### src/hw/muldiv_pkg.sv
//////////////////////////////////////////////////
// Mul/div shared definitions
// RISC-V M-extension funct3 opcodes and the
// default operand width for the iterative unit
//////////////////////////////////////////////////

package muldiv_pkg;

  //////////////////////////////////////////////////
  // Widths

  // Default operand and result width, one word
  localparam int muldiv_width_c = 32;

  // funct3 field of the OP/M instructions
  localparam int muldiv_op_width_c = 3;

  //////////////////////////////////////////////////
  // Opcodes

  // Encoding follows funct3 of the M extension
  typedef enum logic [muldiv_op_width_c-1:0] {
    OP_MUL    = 3'd0, // Low half, sign irrelevant
    OP_MULH   = 3'd1, // High half, signed x signed
    OP_MULHSU = 3'd2, // High half, signed x unsigned
    OP_MULHU  = 3'd3, // High half, unsigned x unsigned
    OP_DIV    = 3'd4, // Signed quotient
    OP_DIVU   = 3'd5, // Unsigned quotient
    OP_REM    = 3'd6, // Signed remainder, sign of dividend
    OP_REMU   = 3'd7  // Unsigned remainder
  } muldiv_op_e;

  // Upper funct3 bit splits the two engines
  // 0 goes to the multiplier, 1 to the divider

  // Divide by zero gives all ones / dividend
  // Signed overflow gives dividend / zero

endpackage
### src/hw/muldiv_top.sv
//////////////////////////////////////////////////
// Mul/div unit top level
// Request buffer feeding the iterative front end
//////////////////////////////////////////////////

`timescale 1ns/1ps

module muldiv_top
  import muldiv_pkg::*;
  #(parameter int width_p = muldiv_width_c
  )
  ( input                      clk_i
  , input                      reset_i

  , input                      v_i
  , output logic               ready_o
  , input  muldiv_op_e         op_i
  , input        [width_p-1:0] opa_i
  , input        [width_p-1:0] opb_i

  , output logic               v_o
  , output logic [width_p-1:0] result_o
  , input                      yumi_i
  );

  logic               fifo_v, fe_ready, fifo_yumi;
  muldiv_op_e         fifo_op;
  logic [width_p-1:0] fifo_opa, fifo_opb;

  assign fifo_yumi = fifo_v & fe_ready; // Head taken by the front end

  muldiv_req_fifo #(.width_p(width_p)) req_fifo
    (.clk_i, .reset_i
    ,.v_i, .op_i, .opa_i, .opb_i, .ready_o
    ,.v_o(fifo_v), .op_o(fifo_op), .opa_o(fifo_opa), .opb_o(fifo_opb)
    ,.yumi_i(fifo_yumi)
    );

  imul_idiv_iterative #(.width_p(width_p)) muldiv
    (.clk_i, .reset_i
    ,.v_i(fifo_v), .ready_o(fe_ready), .op_i(fifo_op)
    ,.opa_i(fifo_opa), .opb_i(fifo_opb)
    ,.v_o, .result_o, .yumi_i
    );

endmodule

### src/hw/muldiv_req_fifo.sv
//////////////////////////////////////////////////
// Mul/div request buffer
// Two-entry FIFO between issue and the front end
//////////////////////////////////////////////////

`timescale 1ns/1ps

module muldiv_req_fifo
  import muldiv_pkg::*;
  #(parameter int width_p = muldiv_width_c
  )
  ( input                      clk_i
  , input                      reset_i

  , input                      v_i
  , input  muldiv_op_e         op_i
  , input        [width_p-1:0] opa_i
  , input        [width_p-1:0] opb_i
  , output logic               ready_o

  , output logic               v_o
  , output muldiv_op_e         op_o
  , output logic [width_p-1:0] opa_o
  , output logic [width_p-1:0] opb_o
  , input                      yumi_i
  );

  muldiv_op_e         op_mem  [2];
  logic [width_p-1:0] opa_mem [2];
  logic [width_p-1:0] opb_mem [2];

  logic wr_ptr_r, rd_ptr_r;
  logic full_r;                          // Tells full from empty on equal pointers
  logic enq, ptr_eq;

  assign ptr_eq  = (wr_ptr_r == rd_ptr_r);
  assign ready_o = ~(ptr_eq & full_r);
  assign v_o     = ~(ptr_eq & ~full_r);
  assign enq     = v_i & ready_o;

  assign op_o  = op_mem[rd_ptr_r];
  assign opa_o = opa_mem[rd_ptr_r];
  assign opb_o = opb_mem[rd_ptr_r];

  always_ff @(posedge clk_i)
  begin
    if (reset_i)
    begin
      wr_ptr_r <= 1'b0;
      rd_ptr_r <= 1'b0;
      full_r   <= 1'b0;
    end
    else
    begin
      if (enq)    wr_ptr_r <= ~wr_ptr_r;
      if (yumi_i) rd_ptr_r <= ~rd_ptr_r;
      if (enq && !yumi_i)
        full_r <= (~wr_ptr_r == rd_ptr_r); // Second entry taken
      else if (yumi_i && !enq)
        full_r <= 1'b0;
    end
  end

  // Storage
  always_ff @(posedge clk_i)
  begin
    if (enq)
    begin
      op_mem[wr_ptr_r]  <= op_i;
      opa_mem[wr_ptr_r] <= opa_i;
      opb_mem[wr_ptr_r] <= opb_i;
    end
  end

  yumi_on_valid_a: assert property (@(posedge clk_i) disable iff (reset_i)
    yumi_i |-> v_o)
    else $error("request buffer dequeued while empty");

endmodule

### src/hw/imul_idiv_iterative.sv
//////////////////////////////////////////////////
// Mul/div front end
// Decodes funct3, starts one engine and returns
// product, quotient or remainder
//////////////////////////////////////////////////

`timescale 1ns/1ps

module imul_idiv_iterative
  import muldiv_pkg::*;
  #(parameter int width_p = muldiv_width_c
  )
  ( input                      clk_i
  , input                      reset_i

  , input                      v_i
  , output logic               ready_o
  , input  muldiv_op_e         op_i
  , input        [width_p-1:0] opa_i
  , input        [width_p-1:0] opb_i

  , output logic               v_o
  , output logic [width_p-1:0] result_o
  , input                      yumi_i
  );

  logic               imul_v, signed_opa, signed_opb, gets_high_part;
  logic               idiv_v, signed_div, gets_quotient;
  logic               imul_ready, imul_v_o, idiv_ready, idiv_v_o;
  logic               gets_quotient_r;
  logic [width_p-1:0] imul_result, quotient, remainder;
  logic               start;

  assign ready_o = imul_ready & idiv_ready;
  assign start   = v_i & ready_o; // Only when both engines idle

  //////////////////////////////////////////////////
  // Decode
  always_comb
  begin
    imul_v         = 1'b0;
    signed_opa     = 1'b0;
    signed_opb     = 1'b0;
    gets_high_part = 1'b0;
    idiv_v         = 1'b0;
    signed_div     = 1'b0;
    gets_quotient  = 1'b0;

    unique case (op_i)
      OP_MUL:    begin imul_v = start; end
      OP_MULH:
      begin
        imul_v         = start;
        signed_opa     = 1'b1;
        signed_opb     = 1'b1;
        gets_high_part = 1'b1;
      end
      OP_MULHSU:
      begin
        imul_v         = start;
        signed_opa     = 1'b1;
        gets_high_part = 1'b1;
      end
      OP_MULHU:  begin imul_v = start; gets_high_part = 1'b1; end
      OP_DIV:    begin idiv_v = start; signed_div = 1'b1; gets_quotient = 1'b1; end
      OP_DIVU:   begin idiv_v = start; gets_quotient = 1'b1; end
      OP_REM:    begin idiv_v = start; signed_div = 1'b1; end
      OP_REMU:   begin idiv_v = start; end
      default:   ;
    endcase
  end

  imul_iterative #(.width_p(width_p)) imul
    (.clk_i, .reset_i
    ,.v_i(imul_v), .ready_o(imul_ready)
    ,.opa_i, .signed_opa_i(signed_opa), .opb_i, .signed_opb_i(signed_opb)
    ,.gets_high_part_i(gets_high_part)
    ,.v_o(imul_v_o), .result_o(imul_result), .yumi_i
    );

  idiv_iterative #(.width_p(width_p)) idiv
    (.clk_i, .reset_i
    ,.v_i(idiv_v), .ready_o(idiv_ready)
    ,.dividend_i(opa_i), .divisor_i(opb_i), .signed_div_i(signed_div)
    ,.v_o(idiv_v_o), .quotient_o(quotient), .remainder_o(remainder), .yumi_i
    );

  //////////////////////////////////////////////////
  // Result select
  always_ff @(posedge clk_i)
  begin
    if (reset_i)
      gets_quotient_r <= 1'b0;
    else if (idiv_v)
      gets_quotient_r <= gets_quotient;
  end

  assign v_o      = imul_v_o | idiv_v_o;
  assign result_o = imul_v_o ? imul_result : (gets_quotient_r ? quotient : remainder);

  // One operation in flight across both engines
  one_engine_a: assert property (@(posedge clk_i) disable iff (reset_i)
    !(imul_v_o && idiv_v_o))
    else $error("both engines report a result");

endmodule

### src/hw/idiv_iterative.sv
//////////////////////////////////////////////////
// Iterative restoring divider
// Magnitude division one bit per cycle, then
// sign correction and RISC-V corner cases
//////////////////////////////////////////////////

`timescale 1ns/1ps

module idiv_iterative
  import muldiv_pkg::*;
  #(parameter int width_p = muldiv_width_c
  )
  ( input                      clk_i
  , input                      reset_i

  , input                      v_i
  , output logic               ready_o

  , input        [width_p-1:0] dividend_i
  , input        [width_p-1:0] divisor_i
  , input                      signed_div_i

  , output logic               v_o
  , output logic [width_p-1:0] quotient_o
  , output logic [width_p-1:0] remainder_o
  , input                      yumi_i
  );

  localparam int cnt_width_lp = $clog2(width_p + 1);

  typedef enum logic [1:0] {IDLE, CALC, FIX, DONE} idiv_state_e;

  idiv_state_e               state_r;
  logic [cnt_width_lp-1:0]   cnt_r;
  logic                      fix_step_r;

  logic [width_p-1:0]        dvnd_r;   // Raw dividend, kept for corner cases
  logic [width_p-1:0]        dvsr_r;   // Raw divisor, then its magnitude
  logic [width_p-1:0]        quo_r;
  logic [width_p:0]          rem_r;
  logic                      signed_r, neg_quo_r, neg_rem_r;
  logic                      zero_r, ovf_r;

  logic [width_p:0]          shifted, diff;

  assign ready_o     = (state_r == IDLE);
  assign v_o         = (state_r == DONE);
  assign quotient_o  = quo_r;
  assign remainder_o = rem_r[width_p-1:0];

  // One restoring step
  assign shifted = {rem_r[width_p-1:0], quo_r[width_p-1]};
  assign diff    = shifted - {1'b0, dvsr_r};

  //////////////////////////////////////////////////
  // Control
  always_ff @(posedge clk_i)
  begin
    if (reset_i)
    begin
      state_r    <= IDLE;
      cnt_r      <= '0;
      fix_step_r <= 1'b0;
    end
    else
    begin
      case (state_r)
        IDLE: if (v_i)
        begin
          state_r <= CALC;
          cnt_r   <= '0;
        end
        CALC:
        begin
          cnt_r <= cnt_r + 1'b1;
          if (cnt_r == cnt_width_lp'(width_p))
          begin
            state_r    <= FIX;
            fix_step_r <= 1'b0;
          end
        end
        FIX:
        begin
          fix_step_r <= 1'b1;
          if (fix_step_r) state_r <= DONE;
        end
        DONE: if (yumi_i) state_r <= IDLE;
        default: state_r <= IDLE;
      endcase
    end
  end

  //////////////////////////////////////////////////
  // Datapath
  always_ff @(posedge clk_i)
  begin
    case (state_r)
      IDLE: if (v_i)
      begin
        dvnd_r    <= dividend_i;
        dvsr_r    <= divisor_i;
        signed_r  <= signed_div_i;
        neg_quo_r <= signed_div_i & (dividend_i[width_p-1] ^ divisor_i[width_p-1]);
        neg_rem_r <= signed_div_i & dividend_i[width_p-1];
        zero_r    <= (divisor_i == '0);
        ovf_r     <= signed_div_i & (dividend_i == {1'b1, {(width_p-1){1'b0}}})
                     & (divisor_i == '1);
      end
      CALC:
      begin
        if (cnt_r == '0)
        begin
          // Setup step, take magnitudes
          quo_r  <= neg_rem_r ? -dvnd_r : dvnd_r;
          dvsr_r <= (signed_r & dvsr_r[width_p-1]) ? -dvsr_r : dvsr_r;
          rem_r  <= '0;
        end
        else
        begin
          quo_r <= {quo_r[width_p-2:0], ~diff[width_p]};
          rem_r <= diff[width_p] ? shifted : diff; // Restore on borrow
        end
      end
      FIX:
      begin
        if (!fix_step_r)
        begin
          quo_r <= neg_quo_r ? -quo_r : quo_r;
          rem_r <= {1'b0, (neg_rem_r ? -rem_r[width_p-1:0] : rem_r[width_p-1:0])};
        end
        else if (zero_r)
        begin
          quo_r <= '1;
          rem_r <= {1'b0, dvnd_r};
        end
        else if (ovf_r)
        begin
          quo_r <= dvnd_r; // Most negative over minus one
          rem_r <= '0;
        end
      end
      default: ;
    endcase
  end

  // Busy and done are exclusive phases
  v_ready_excl_a: assert property (@(posedge clk_i) disable iff (reset_i)
    !(v_o && ready_o))
    else $error("idiv raised v_o while ready");

endmodule

### src/hw/imul_iterative.sv
//////////////////////////////////////////////////
// Iterative shift-add multiplier
// One partial product per cycle on magnitudes,
// sign fixed afterwards, high or low half out
//////////////////////////////////////////////////

`timescale 1ns/1ps

module imul_iterative
  import muldiv_pkg::*;
  #(parameter int width_p = muldiv_width_c
  )
  ( input                      clk_i
  , input                      reset_i

  , input                      v_i
  , output logic               ready_o

  , input        [width_p-1:0] opa_i
  , input                      signed_opa_i
  , input        [width_p-1:0] opb_i
  , input                      signed_opb_i
  , input                      gets_high_part_i

  , output logic               v_o
  , output logic [width_p-1:0] result_o
  , input                      yumi_i
  );

  localparam int cnt_width_lp = $clog2(width_p + 2);

  typedef enum logic [1:0] {IDLE, CALC, DONE} imul_state_e;

  imul_state_e               state_r;
  logic [cnt_width_lp-1:0]   cnt_r;
  logic [2*width_p-1:0]      prod_r, mcand_r;
  logic [width_p-1:0]        mplier_r;
  logic                      neg_r, high_r;
  logic                      neg_a, neg_b;

  assign ready_o = (state_r == IDLE);
  assign v_o     = (state_r == DONE);
  assign neg_a   = signed_opa_i & opa_i[width_p-1];
  assign neg_b   = signed_opb_i & opb_i[width_p-1];

  //////////////////////////////////////////////////
  // Control
  always_ff @(posedge clk_i)
  begin
    if (reset_i)
    begin
      state_r <= IDLE;
      cnt_r   <= '0;
    end
    else
    begin
      case (state_r)
        IDLE: if (v_i)
        begin
          state_r <= CALC;
          cnt_r   <= '0;
        end
        CALC:
        begin
          cnt_r <= cnt_r + 1'b1;
          if (cnt_r == cnt_width_lp'(width_p + 1))
            state_r <= DONE; // Product selected this edge
        end
        DONE: if (yumi_i) state_r <= IDLE;
        default: state_r <= IDLE;
      endcase
    end
  end

  //////////////////////////////////////////////////
  // Datapath
  always_ff @(posedge clk_i)
  begin
    if (state_r == IDLE && v_i)
    begin
      mcand_r  <= {{width_p{1'b0}}, (neg_a ? -opa_i : opa_i)};
      mplier_r <= neg_b ? -opb_i : opb_i;
      prod_r   <= '0;
      neg_r    <= neg_a ^ neg_b;
      high_r   <= gets_high_part_i;
    end
    else if (state_r == CALC)
    begin
      if (cnt_r < cnt_width_lp'(width_p))
      begin
        if (mplier_r[0])
          prod_r <= prod_r + mcand_r;
        mcand_r  <= mcand_r << 1;
        mplier_r <= mplier_r >> 1;
      end
      else if (cnt_r == cnt_width_lp'(width_p))
        prod_r <= neg_r ? -prod_r : prod_r; // Restore sign
      else
        result_o <= high_r ? prod_r[2*width_p-1:width_p] : prod_r[width_p-1:0];
    end
  end

  // A finished product waits for yumi and does not change
  done_hold_a: assert property (@(posedge clk_i) disable iff (reset_i)
    (state_r == DONE && !yumi_i) |=> (state_r == DONE && $stable(result_o)))
    else $error("imul left DONE or changed result without yumi");

endmodule

### config.mk
export PLATFORM = sky130hd
export DESIGN_NAME = muldiv_top
export DESIGN_NICKNAME = d
export VERILOG_FILES = /design/src/hw/muldiv_pkg.sv /design/src/hw/muldiv_top.sv /design/src/hw/muldiv_req_fifo.sv /design/src/hw/imul_idiv_iterative.sv /design/src/hw/idiv_iterative.sv /design/src/hw/imul_iterative.sv
export SDC_FILE = /design/constraint.sdc
export NUM_CORES = 1
export LEC_CHECK = 0
export CORE_ASPECT_RATIO = 1.5
export CORE_MARGIN = 2
export CORE_UTILIZATION = 45
export CTS_CLUSTER_DIAMETER = 60
export DETAILED_ROUTE_END_ITERATION = 6
export DONT_BUFFER_PORTS = 1
export GPL_TIMING_DRIVEN = 0
export PLACE_DENSITY_LB_ADDON = 0.15
export SETUP_SLACK_MARGIN = 0.1
export SLEW_MARGIN = 40
export SYNTH_ARGS = -nofsm -noshare
export SYNTH_HDL_FRONTEND = slang
export SYNTH_HIERARCHICAL = 1
export SYNTH_SLANG_ARGS = --single-unit
### constraint.sdc
create_clock -name clk_i -period 13.6 [get_ports clk_i]
set_input_delay 0.68 -clock clk_i [delete_from_list [all_inputs] [get_ports clk_i]]
set_output_delay 0.68 -clock clk_i [all_outputs]
set_load 0.05 [all_outputs]
==> results.md, run 1 <==
* Initial antenna violation count at 0
* Pwr dens at 255.2 nW/um^2
* Critical path class: register to register
* TNS Setup at 0 ns
* Htree depth at 2
* FFs w/ async S/R, synth at 0%
* Ys flop type: edfxtp_1
* Maxcap violations at 0
* IO Pins at 105
* # resized after CTS at 0
* Synthesized cell area at 31340 um^2
* Layout Nets at 3562
* Fillers at 6406
* RSZ-0062 raised after global routing: no
* R2r startpoint: req_fifo/rd_ptr_r$_SDFFE_PP0P_
* Number of flops mapped to enable cells by yosys at 365
* Largest net degree at the start of global routing at 42
* Adder-Cell Fraction of Synth Area at 4.600%
* Chip height at 327.2 um
* Pint at 0.004671 W
* Final antenna-violating net count at 0
* Critical Path Source Type: register
* DR vias/cell at 6.179
* GRT Total Usage at 31.10%
* Tcrit/Tclk final at 32.92%
* Core Footprint at 68950 um^2
* Comb power frac at 51.1%
* R2R setup slack at 9.12 ns
* Routed WL at 113500 um
* Post-Synth Simple-Gate Area at 16.98%
* Yosys warnings at 6
* Mapped Cells at 3307
* WP data required at 13.95 ns
* Crit-path max FO at 41
* Maximum clock insertion buffer count at 3
* Final hold vios at 0
* ANT cells at 0
* Max-Slew Margin vs Limit at 37.82%
* Mux contribution to synthesized area at 7.127%
* Cts hold-fix bufs at 0
* RR Endpoint: muldiv/imul/mplier_r[27]$_DFFE_PP_
* Clock skew at 0.02770 ns
* Syn Area/Cell at 9.475 um^2
* Max Slew Vio Count at 0
* Pleak at 12.26 nW
* CTS tree: built
* Synth Area in Compound Gates at 18.04%
* FP Rows at 118
* Most common cell in the netlist: nand2_1
* XOR/XNOR Fraction of Synth Area at 7.183%
* CTS Buf Count at 52
* Vias in the first global route at 26263
* Data arrival, critical path at 4.82 ns
* Crit path from: req_fifo/rd_ptr_r$_SDFFE_PP0P_
* Final Util at 50.22%
* Post-synth top cells: 417 x nand2_1, 365 x edfxtp_1, 256 x a21oi_1
* Setup violators final at 0
* Min Tclk post-route at 4.477 ns
* Die Wd at 219.5 um
* Wire length per cell at 26.28 um
* Port Buffers at 0
* DRC violations left at 1
* HP Start: reset_i
* First-pass iteration count of the detailed router at 7
* Synthesized Nets at 3492
* HP Class: primary input to register
* Clk Latency, worst-skew pair at 0.63 ns
* Top cell type by total area after synthesis: edfxtp_1
* Routed vias at 26694
* Switch Pwr at 0.004165 W
* Reg power frac at 31.9%
* Hold Path Sink: muldiv/gets_quotient_r$_SDFFE_PP0P_
* Sw Ratio at 47.13%
* Main combinational cell family by area after synthesis: compound AO/OA/AOI/OAI gates
* Pre-CTS setup slack at 9.223 ns
* Crit. End Element: register
* Worst Reg-to-Reg Cells at 10
* Outcome: finished, violations left
* Clk sinks at 483
* Gpl congestion at 1.001
* DP Area at 32830 um^2
* Clock root buffer: clkbuf_16
* Peak VDD IR at 0.1120 mV
* Cell variety after synth at 105
* Fraction of layout cells with a size suffix above 1 at 10.85%
* Seq/Total Area, Yosys at 42.52%
* Grt total ovfl at 0
* Setup repair bufs after CTS at 0
* #FFs+latches synth at 483
* Ranking of synthesized cells by area: edfxtp_1 35%, dfxtp_1 7.5%, nand2_1 5.0%, xnor2_1 4.5%, ha_1 4.5%
* Starting DRT DRC Count at 2367
* Fin area at 34630 um^2
* Area Growth Syn to Fin at 10.51%
* Worst hold stages at 1
* Die area at 71800 um^2
* Failing checks: design-rule violations
* First-pass GRT wire length at 165800 um
* Max Freq at 0.2234 GHz
* Share of total power in the clock network at 17.0%
* Starting Density at 45.45%
* Tightest Pin Transition at 0.9292 ns
* Dpl hpwl at 90610 um
* Setup WS post-layout at 9.123 ns
* Top-area cell type share of the netlist area at 34.98%
* Clk pin slew, worst setup/hold paths at 0.07 ns
==> layout make-up <==
cell class | instances | area, um^2 | share of cell area [%]
clock inverter | 33 | 385.4 | 1.113
tap | 900 | 1126 | 3.252
timing repair buffer | 16 | 180.2 | 0.5203
buffer | 167 | 777.0 | 2.244
multi-input combinational | 2564 | 17080 | 49.32
inverter | 93 | 349.1 | 1.008
sequential | 483 | 13320 | 38.47
clock buffer | 64 | 1408 | 4.065
==> cell families after synthesis <==
family / after synthesis
buffers and inverters: 260
adders and majority gates: 114
xor gates and xnor gates: 257
muxes: 195
DFF: 483
and+or+nand+nor: 1080
AOI/OAI and AO/OA: 918
==> per-stage QoR <==
stage / hold WS (ns) / instances / power, W
2_1_floorplan: 0.4481 / 3307 / 0.005772
3_3_place_gp: 0.4605 / 4207 / 0.007152
3_5_place_dp: 0.4640 / 4223 / 0.007255
4_1_cts: 0.09354 / 4320 / 0.008790
5_1_grt: 0.09841 / 4320 / 0.009310
6_report: 0.1276 / 4320 / 0.008836
==> critical path, cell delays in order (launching register included) <==
cell      delay, ns
dfxtp_1        0.35
xnor2_1        0.33
nand2b_1       0.24
nand3_1        0.15
nor2_1         0.12
nand2_1        0.36
clkbuf_2       0.52
clkbuf_1       0.74
clkbuf_1       0.63
nand2_4        0.38
buf_12         0.31
==> worst max-delay path by stage <==
stage / endpoint / slack (ns) / cells after the start
2_1_floorplan: req_fifo/op_mem[0][0]$_DFFE_PP_ / 7.49 / 1
3_3_place_gp: req_fifo/opb_mem[0][23]$_DFFE_PP_ / 4.75 / 1
3_5_place_dp: muldiv/imul/mplier_r[21]$_DFFE_PP_ / 9.22 / 9
4_1_cts: muldiv/imul/mplier_r[14]$_DFFE_PP_ / 9.19 / 9
5_1_grt: muldiv/imul/mplier_r[30]$_DFFE_PP_ / 9.01 / 10
6_report: muldiv/imul/mplier_r[27]$_DFFE_PP_ / 9.12 / 10
==> state kept, by name, indices dropped and copies added, names as in the netlist, 2 cells and up, named ones only <==
signal and cells:
muldiv/imul/cnt_r 6, req_fifo/opa_mem 64, muldiv/imul/result_o 32, req_fifo/opb_mem 64
muldiv/imul/state_r 2, muldiv/idiv/dvnd_r 32, muldiv/imul/mcand_r 64, muldiv/imul/prod_r 64
muldiv/imul/mplier_r 32, req_fifo/op_mem 6, muldiv/idiv/quotient_o 32, muldiv/idiv/cnt_r 6
muldiv/idiv/rem_r 32, muldiv/idiv/dvsr_r 32, muldiv/idiv/state_r 2
==> layout by cell type, fill, tap and decap left out, types with 16 or more instances in the layout <==
cell	n
nor4_1	52
xor2_1	96
dfxtp_1	118
clkbuf_1	122
nor2b_1	20
nor3_1	85
a211oi_1	18
o21bai_1	18
o31ai_1	26
edfxtp_1	365
nand4_1	40
inv_1	90
clkbuf_16	53
o22ai_1	24
nand2b_1	28
or3_1	28
o211ai_1	16
o221ai_1	32
o21ai_2	34
mux2_2	100
nand3_1	67
and2_1	21
a21oi_1	256
and3_1	18
ha_1	112
a31oi_1	31
nor2_1	199
o21ai_1	35
a21o_1	49
buf_2	17
o21ai_0	241
xnor2_1	161
a22oi_1	34
nand2_1	416
mux2_4	31
mux2i_1	63
==> power groups by stage <==
stage	Combinational (W)	Clock [W]	Sequential, W
finish	0.00451	0.00150	0.00282
global route	0.00488	0.00158	0.00284
CTS	0.00448	0.00153	0.00278
detailed placement	0.00445	0	0.00280
global placement	0.00431	0	0.00284
floorplan	0.00324	0	0.00253
==> routing by layer <==
metal | part of all wire (%) | global-route usage (%) | routed length (um)
met4 | 9.3 | 24.50 | 10510
met2 | 51 | 56.14 | 57530
met5 | 0 | 0 | 0
met3 | 5.8 | 4.494 | 6640
met1 | 34 | 31.81 | 38850
No activity file was read; power rests on OpenSTA's default activity.
==> run 2: changes to the inputs <==
==> constraint.sdc (replaced) <==
create_clock -name clk_i -period 4.6 [get_ports clk_i]
set_input_delay 0.23 -clock clk_i [delete_from_list [all_inputs] [get_ports clk_i]]
set_output_delay 0.23 -clock clk_i [all_outputs]
set_load 0.05 [all_outputs]
==> results.md, run 2 (synthesized netlist as in run 1, its figures left out) <==
* Outcome: finished clean (was finished, violations left)
* # resized after CTS at 0 (unchanged)
* Area Growth Syn to Fin at 13.03% (was 10.51%)
* Pint at 0.01397 W (was 0.004671 W)
* Max Slew Vio Count at 0 (unchanged)
* Clock root buffer: clkbuf_16 (unchanged)
* FP Rows at 118 (unchanged)
* Hold_ws at 0.1281 ns (was 0.1276 ns)
* Wire length per cell at 26.51 um (was 26.28 um)
* R2r startpoint: muldiv/imul/prod_r[13]$_SDFFE_PP0P_ (was req_fifo/rd_ptr_r$_SDFFE_PP0P_)
* Crit path from: muldiv/imul/prod_r[13]$_SDFFE_PP0P_ (was req_fifo/rd_ptr_r$_SDFFE_PP0P_)
* IO Pins at 105 (unchanged)
* Starting DRT DRC Count at 2285 (was 2367)
* Peak VDD IR at 0.4450 mV (was 0.1120 mV)
* Most frequent cells in the layout: 416 x nand2_1, 365 x edfxtp_1, 256 x a21oi_1, 241 x o21ai_0, 199 x nor2_1 (unchanged)
* R2R setup slack at 0.27 ns (was 9.12 ns)
* TNS Setup at 0 ns (unchanged)
* DR vias/cell at 6.180 (was 6.179)
* Dpl hpwl at 91840 um (was 90610 um)
* Layout Nets at 3629 (was 3562)
* Clk pin slew, worst setup/hold paths at 0.06 ns (was 0.07 ns)
* Tcrit/Tclk final at 94.24% (was 32.92%)
* Final antenna-violating net count at 0 (unchanged)
* Crit-path max FO at 8 (was 41)
* WP data required at 5.10 ns (was 13.95 ns)
* Reg power frac at 31.4% (was 31.9%)
* Sw Ratio at 47.24% (was 47.13%)
* Largest net degree at the start of global routing at 39 (was 42)
* First-pass GRT wire length at 170000 um (was 165800 um)
* Commonest non-fill, non-tap cell in the layout: nand2_1 (unchanged)
* First-pass iteration count of the detailed router at 5 (was 7)
* Data arrival, critical path at 4.84 ns (was 4.82 ns)
* Setup repair bufs after CTS at 0 (unchanged)
* Clk sinks at 483 (unchanged)
* Critical path class: register to register (unchanged)
* Crit. End Element: register (unchanged)
* Routed vias at 27143 (was 26694)
* Grt total ovfl at 0 (unchanged)
* Pwr dens at 747.4 nW/um^2 (was 255.2 nW/um^2)
* Max-Slew Margin vs Limit at 35.23% (was 37.82%)
* Port Buffers at 0 (unchanged)
* Final Util at 51.37% (was 50.22%)
* Fraction of layout cells with a size suffix above 1 at 10.67% (was 10.85%)
* Maximum clock insertion buffer count at 3 (unchanged)
* Maxcap violations at 0 (unchanged)
* Setup violators final at 0 (unchanged)
* Switch Pwr at 0.01250 W (was 0.004165 W)
* Gpl congestion at 0.9913 (was 1.001)
* HP Class: primary input to register (unchanged)
* Die area at 71800 um^2 (unchanged)
* DRC violations left at 0 (was 1)
* CTS Buf Count at 54 (was 52)
* Hold Path Sink: muldiv/idiv/state_r[0]$_SDFFE_PP0P_ (was muldiv/gets_quotient_r$_SDFFE_PP0P_)
* Core Footprint at 68950 um^2 (unchanged)
* Share of total power in the clock network at 17.6% (was 17.0%)
* CTS tree: built (unchanged)
* Final hold vios at 0 (unchanged)
* HP Start: yumi_i (was reset_i)
* Clock skew at 0.03261 ns (was 0.02770 ns)
* Pleak at 12.57 nW (was 12.26 nW)
* Worst hold stages at 5 (was 1)
* Min Tclk post-route at 4.335 ns (was 4.477 ns)
* GRT Total Usage at 31.96% (was 31.10%)
* RR Endpoint: muldiv/imul/prod_r[57]$_SDFFE_PP0P_ (was muldiv/imul/mplier_r[27]$_DFFE_PP_)
* Critical Path Source Type: register (unchanged)
* Worst Reg-to-Reg Cells at 11 (was 10)
* RSZ-0062 raised after global routing: no (unchanged)
* Max Freq at 0.2307 GHz (was 0.2234 GHz)
* Die Wd at 219.5 um (unchanged)
* Routed WL at 116400 um (was 113500 um)
* Vias in the first global route at 26708 (was 26263)
* Pwr Total at 0.02647 W (was 0.008836 W)
* Chip height at 327.2 um (unchanged)
* Clk Latency, worst-skew pair at 0.65 ns (was 0.63 ns)
* Htree depth at 2 (unchanged)
* Tightest Pin Transition at 0.9715 ns (was 0.9292 ns)
* Comb power frac at 51.0% (was 51.1%)
* Starting Density at 45.45% (unchanged)
* Initial antenna violation count at 2 (was 0)
[run 2: cell types whose count changed in the layout (fill, tap and decap cells not counted), sizes merged, moves of 2 or more]
cell / before / now
bufinv: 7 / 9
buf: 58 / 53
dlygate4sd3: 0 / 70
diode: 0 / 4
clkbuf: 189 / 187
[run 2: per-layer routing]
layer	share of wire [%]	routed length (um)	global-route usage, %
met1	35	40280	33.09
met2	51	59880	57.88
met3	5.5	6386	4.540
met4	8.5	9900	23.94
met5	0	0	0
[run 2: how the worst max path moves through the flow]
| stage | end | cells after the start |
|---|---|---|
| 4_1_cts | muldiv/imul/mplier_r[23]$_DFFE_PP_ | 9 |
| 5_1_grt | muldiv/imul/prod_r[57]$_SDFFE_PP0P_ | 11 |
| 3_3_place_gp | muldiv/imul/mplier_r[24]$_DFFE_PP_ | 8 |
| 2_1_floorplan | muldiv/idiv/quotient_o[10]$_DFFE_PP_ | 5 |
| 6_report | muldiv/imul/prod_r[57]$_SDFFE_PP0P_ | 11 |
| 3_5_place_dp | muldiv/imul/mplier_r[25]$_DFFE_PP_ | 9 |
[run 2: area by class of cell]
cell class | count | area, um^2
Sequential cell | 483 | 13320
Antenna cell | 4 | 10.01
Clock buffer | 62 | 1391
Fill cell | 6306 | 33530
Multi-Input combinational cell | 2564 | 17090
Clock inverter | 38 | 486.7
Inverter | 93 | 349.1
Timing Repair Buffer | 82 | 865.8
Tap cell | 900 | 1126
Buffer | 166 | 773.2
[run 2: power groups by stage]
stage          logic [W]  registers (W)  clock network, W
2_1_floorplan    0.00958        0.00748                 0
3_3_place_gp      0.0128        0.00839                 0
3_5_place_dp      0.0132        0.00830                 0
4_1_cts           0.0134        0.00823           0.00472
5_1_grt           0.0146        0.00838           0.00488
6_report          0.0135        0.00832           0.00466
[run 2: worst max-delay path: stages (launching register included)]
cell       delay [ns]
dfxtp_1          0.65
ha_1             0.36
nand4_1          0.18
or2_1            0.30
a211oi_2         0.38
o21bai_1         0.22
a21o_1           0.26
a21oi_1          0.67
o31ai_1          0.36
o2111a_1         0.32
a2111oi_0        0.34
a31oi_1          0.13
[run 2: what timing repair did]
item | 4_1_cts | 5_1_grt
endpoints found under the setup margin | 0 | 38
hold endpoints to repair | 159 | 0
hold buffers | 70 | 0
[run 2: through the flow]
stage,instance area (um^2),std cells,worst slack [ns]
3_5_place_dp,32820,4219,0.1455
5_1_grt,35410,4389,0.2207
2_1_floorplan,31340,3307,0.7931
4_1_cts,35400,4389,0.1092
3_3_place_gp,32470,4207,-1.811
6_report,35420,4392,0.2652
==> run 3: changes to the inputs <==
==> constraint.sdc (replaced) <==
create_clock -name clk_i -period 3.9 [get_ports clk_i]
set_input_delay 0.195 -clock clk_i [delete_from_list [all_inputs] [get_ports clk_i]]
set_output_delay 0.195 -clock clk_i [all_outputs]
set_load 0.05 [all_outputs]
==> results.md, run 3 (synthesized netlist as in run 1, its figures left out) <==
* Multi-input gate area at 17270 um^2 (was 17090 um^2)
* CP dominant cell by count: clkbuf_1
* Grt total ovfl at 0 (unchanged)
* Max-Slew Margin vs Limit at 36.59% (was 35.23%)
* HP Class: primary input to register (unchanged)
* DP Area at 32820 um^2 (unchanged)
* CTS tree: built (unchanged)
* Pwr dens at 883.3 nW/um^2 (was 747.4 nW/um^2)
* FP Rows at 118 (unchanged)
* Clock root buffer: clkbuf_16 (unchanged)
* TNS Setup at 0 ns (unchanged)
* Peak VDD IR at 0.5154 mV (was 0.4450 mV)
* Starting Density at 45.45% (unchanged)
* Most frequent cells in the layout: 415 x nand2_1, 365 x edfxtp_1, 254 x a21oi_1, 239 x o21ai_0, 198 x nor2_1 (was 416 x nand2_1, 365 x edfxtp_1, 256 x a21oi_1, 241 x o21ai_0, 199 x nor2_1)
* Crit-path cells: clkbuf_1, inv_1, o2bb2ai_1, and2_1, clkbuf_1, nand2_1, clkbuf_1, clkbuf_2, o221ai_1, a21oi_1 (was ha_1, nand4_1, or2_1, a211oi_2, o21bai_1, a21o_1, a21oi_1, o31ai_1, o2111a_1, a2111oi_0, a31oi_1)
* Setup violators final at 0 (unchanged)
* Commonest non-fill, non-tap cell in the layout: nand2_1 (unchanged)
* Tightest Pin Transition at 0.9511 ns (was 0.9715 ns)
* IO Pins at 105 (unchanged)
* Max Freq at 0.2594 GHz (was 0.2307 GHz)
* CTS Buf Count at 54 (unchanged)
* Port Buffers at 0 (unchanged)
* Crit. End Element: register (unchanged)
* DR vias/cell at 6.185 (was 6.180)
* Clock skew at 0.03123 ns (was 0.03261 ns)
* Clk sinks at 483 (unchanged)
* First-pass GRT wire length at 170400 um (was 170000 um)
* Routed vias at 27207 (was 27143)
* Layout Nets at 3637 (was 3629)
* Min Tclk post-route at 3.854 ns (was 4.335 ns)
* Fraction of layout cells with a size suffix above 1 at 11.99% (was 10.67%)
* Critical path class: register to register (unchanged)
* Final antenna-violating net count at 0 (unchanged)
* Fillers at 6278 (was 6306)
* Maxcap violations at 0 (unchanged)
* Worst path bufs/invs at 5 (was 0)
* Hold_ws at 0.09602 ns (was 0.1281 ns)
* Initial antenna violation count at 3 (was 2)
* Dpl hpwl at 91840 um (unchanged)
* Clk Latency, worst-skew pair at 0.65 ns (about the same)
* Starting DRT DRC Count at 2363 (was 2285)
* WP data required at 4.45 ns (was 5.10 ns)
* Routed WL at 116900 um (was 116400 um)
* Critical Path Source Type: register (unchanged)
* Chip height at 327.2 um (unchanged)
* Vias in the first global route at 26804 (was 26708)
* DRC violations left at 0 (unchanged)
* Gpl congestion at 0.9913 (unchanged)
* Max Slew Vio Count at 0 (unchanged)
* Largest net degree at the start of global routing at 39 (unchanged)
* Area Growth Syn to Fin at 13.84% (was 13.03%)
* RSZ-0062 raised after global routing: yes (was no)
* Tcrit/Tclk final at 98.83% (was 94.24%)
* Critical path's slowest cell: clkbuf_1 (was a21oi_1)
* Data arrival, critical path at 4.41 ns (was 4.84 ns)
* Fin area at 35670 um^2 (was 35420 um^2)
* Pleak at 12.65 nW (was 12.57 nW)
* Crit-path max FO at 10 (was 8)
* Wire length per cell at 26.58 um (was 26.51 um)
* Core Footprint at 68950 um^2 (unchanged)
* First-pass iteration count of the detailed router at 6 (was 5)
* GRT Total Usage at 32.03% (was 31.96%)
* Maximum clock insertion buffer count at 3 (unchanged)
* Die Wd at 219.5 um (unchanged)
* Clk pin slew, worst setup/hold paths at 0.06 ns (about the same)
* Crit path max-delay family: buffers and inverters (was compound AO/OA/AOI/OAI gates)
* Htree depth at 2 (unchanged)
* Final hold vios at 0 (unchanged)
* Die area at 71800 um^2 (unchanged)
* Outcome: finished clean (unchanged)
* Slowest cell delay on critical path at 0.56 ns (was 0.67 ns)
* Register area at 13330 um^2 (was 13320 um^2)
==> run 3: cell types whose count changed in the layout (fill, tap and decap cells not counted), moves of 3 or more <==
cell and delta:
clkbuf_1 -7, nor3b_1 -3, dfxtp_1 -8, clkbuf_2 +5, buf_4 +8, ha_1 -4
dfxtp_2 +8, ha_4 +3
==> run 3: power by group <==
part / total (W) / leakage, nW / internal [W] / switching (W)
Combinational: 0.0162 / 7.37 / 0.00577 / 0.0104
Sequential: 0.00982 / 4.38 / 0.00768 / 0.00214
Clock: 0.00550 / 0.904 / 0.00319 / 0.00231
==> run 3: area by class of cell <==
cell class | instances | area share [%]
Multi-Input combinational cell | 2564 | 48.41
Sequential cell | 483 | 37.38
Clock buffer | 62 | 3.900
Tap cell | 900 | 3.157
Timing Repair Buffer | 90 | 2.595
Buffer | 166 | 2.196
Clock inverter | 38 | 1.364
Inverter | 93 | 0.9786
Antenna cell | 3 | 0.02104
==> run 3: path summary, 6_finish.rpt <==
check	cells after the start	end	start	slack [ns]
max	10	muldiv/imul/prod_r[9]$_SDFFE_PP0P_	muldiv/imul/cnt_r[5]$_SDFFE_PP0P_	0.05
min	5	muldiv/idiv/state_r[0]$_SDFFE_PP0P_	yumi_i	0.1
max reg2reg	10	muldiv/imul/prod_r[9]$_SDFFE_PP0P_	muldiv/imul/cnt_r[5]$_SDFFE_PP0P_	0.05
min reg2reg	2	muldiv/imul/mcand_r[54]$_SDFFE_PP0P_	muldiv/imul/mcand_r[53]$_SDFFE_PP0P_	0.46
==> run 3: metrics by stage <==
stage	worst slack [ns]	total power (W)	std cells	utilization (%)
finish	0.04560	0.03151	4399	51.74
global route	0.09922	0.03314	4396	51.73
CTS	0.1001	0.03120	4394	51.55
detailed placement	-0.5545	0.02540	4219	47.61
global placement	-2.511	0.02501	4207	47.09
floorplan	0.09308	0.02012	3307	-
==> run 3: layer usage <==
layer / wire (um) / part of all wire, % / global-route usage (%)
met1: 40550 / 35 / 33.21
met3: 6222 / 5.3 / 4.392
met5: 0 / 0 / 0
met2: 59970 / 51 / 58.11
met4: 10210 / 8.7 / 23.90
==> run 3: tightest hold or removal path: cells and delay by family <==
kind,cells,cell delay [ns]
compound gates,2,0.13
buf+inv,1,0.04
simple gates,2,0.32
==> run 3: what timing repair did <==
action                     in CTS  in global routing
gates resized for setup        25                 32
hold buffers                   70                  0
hold endpoints to repair      160                  0
setup buffers                   6                  2
pin swaps                       4                  6
setup endpoints to repair     119                 69
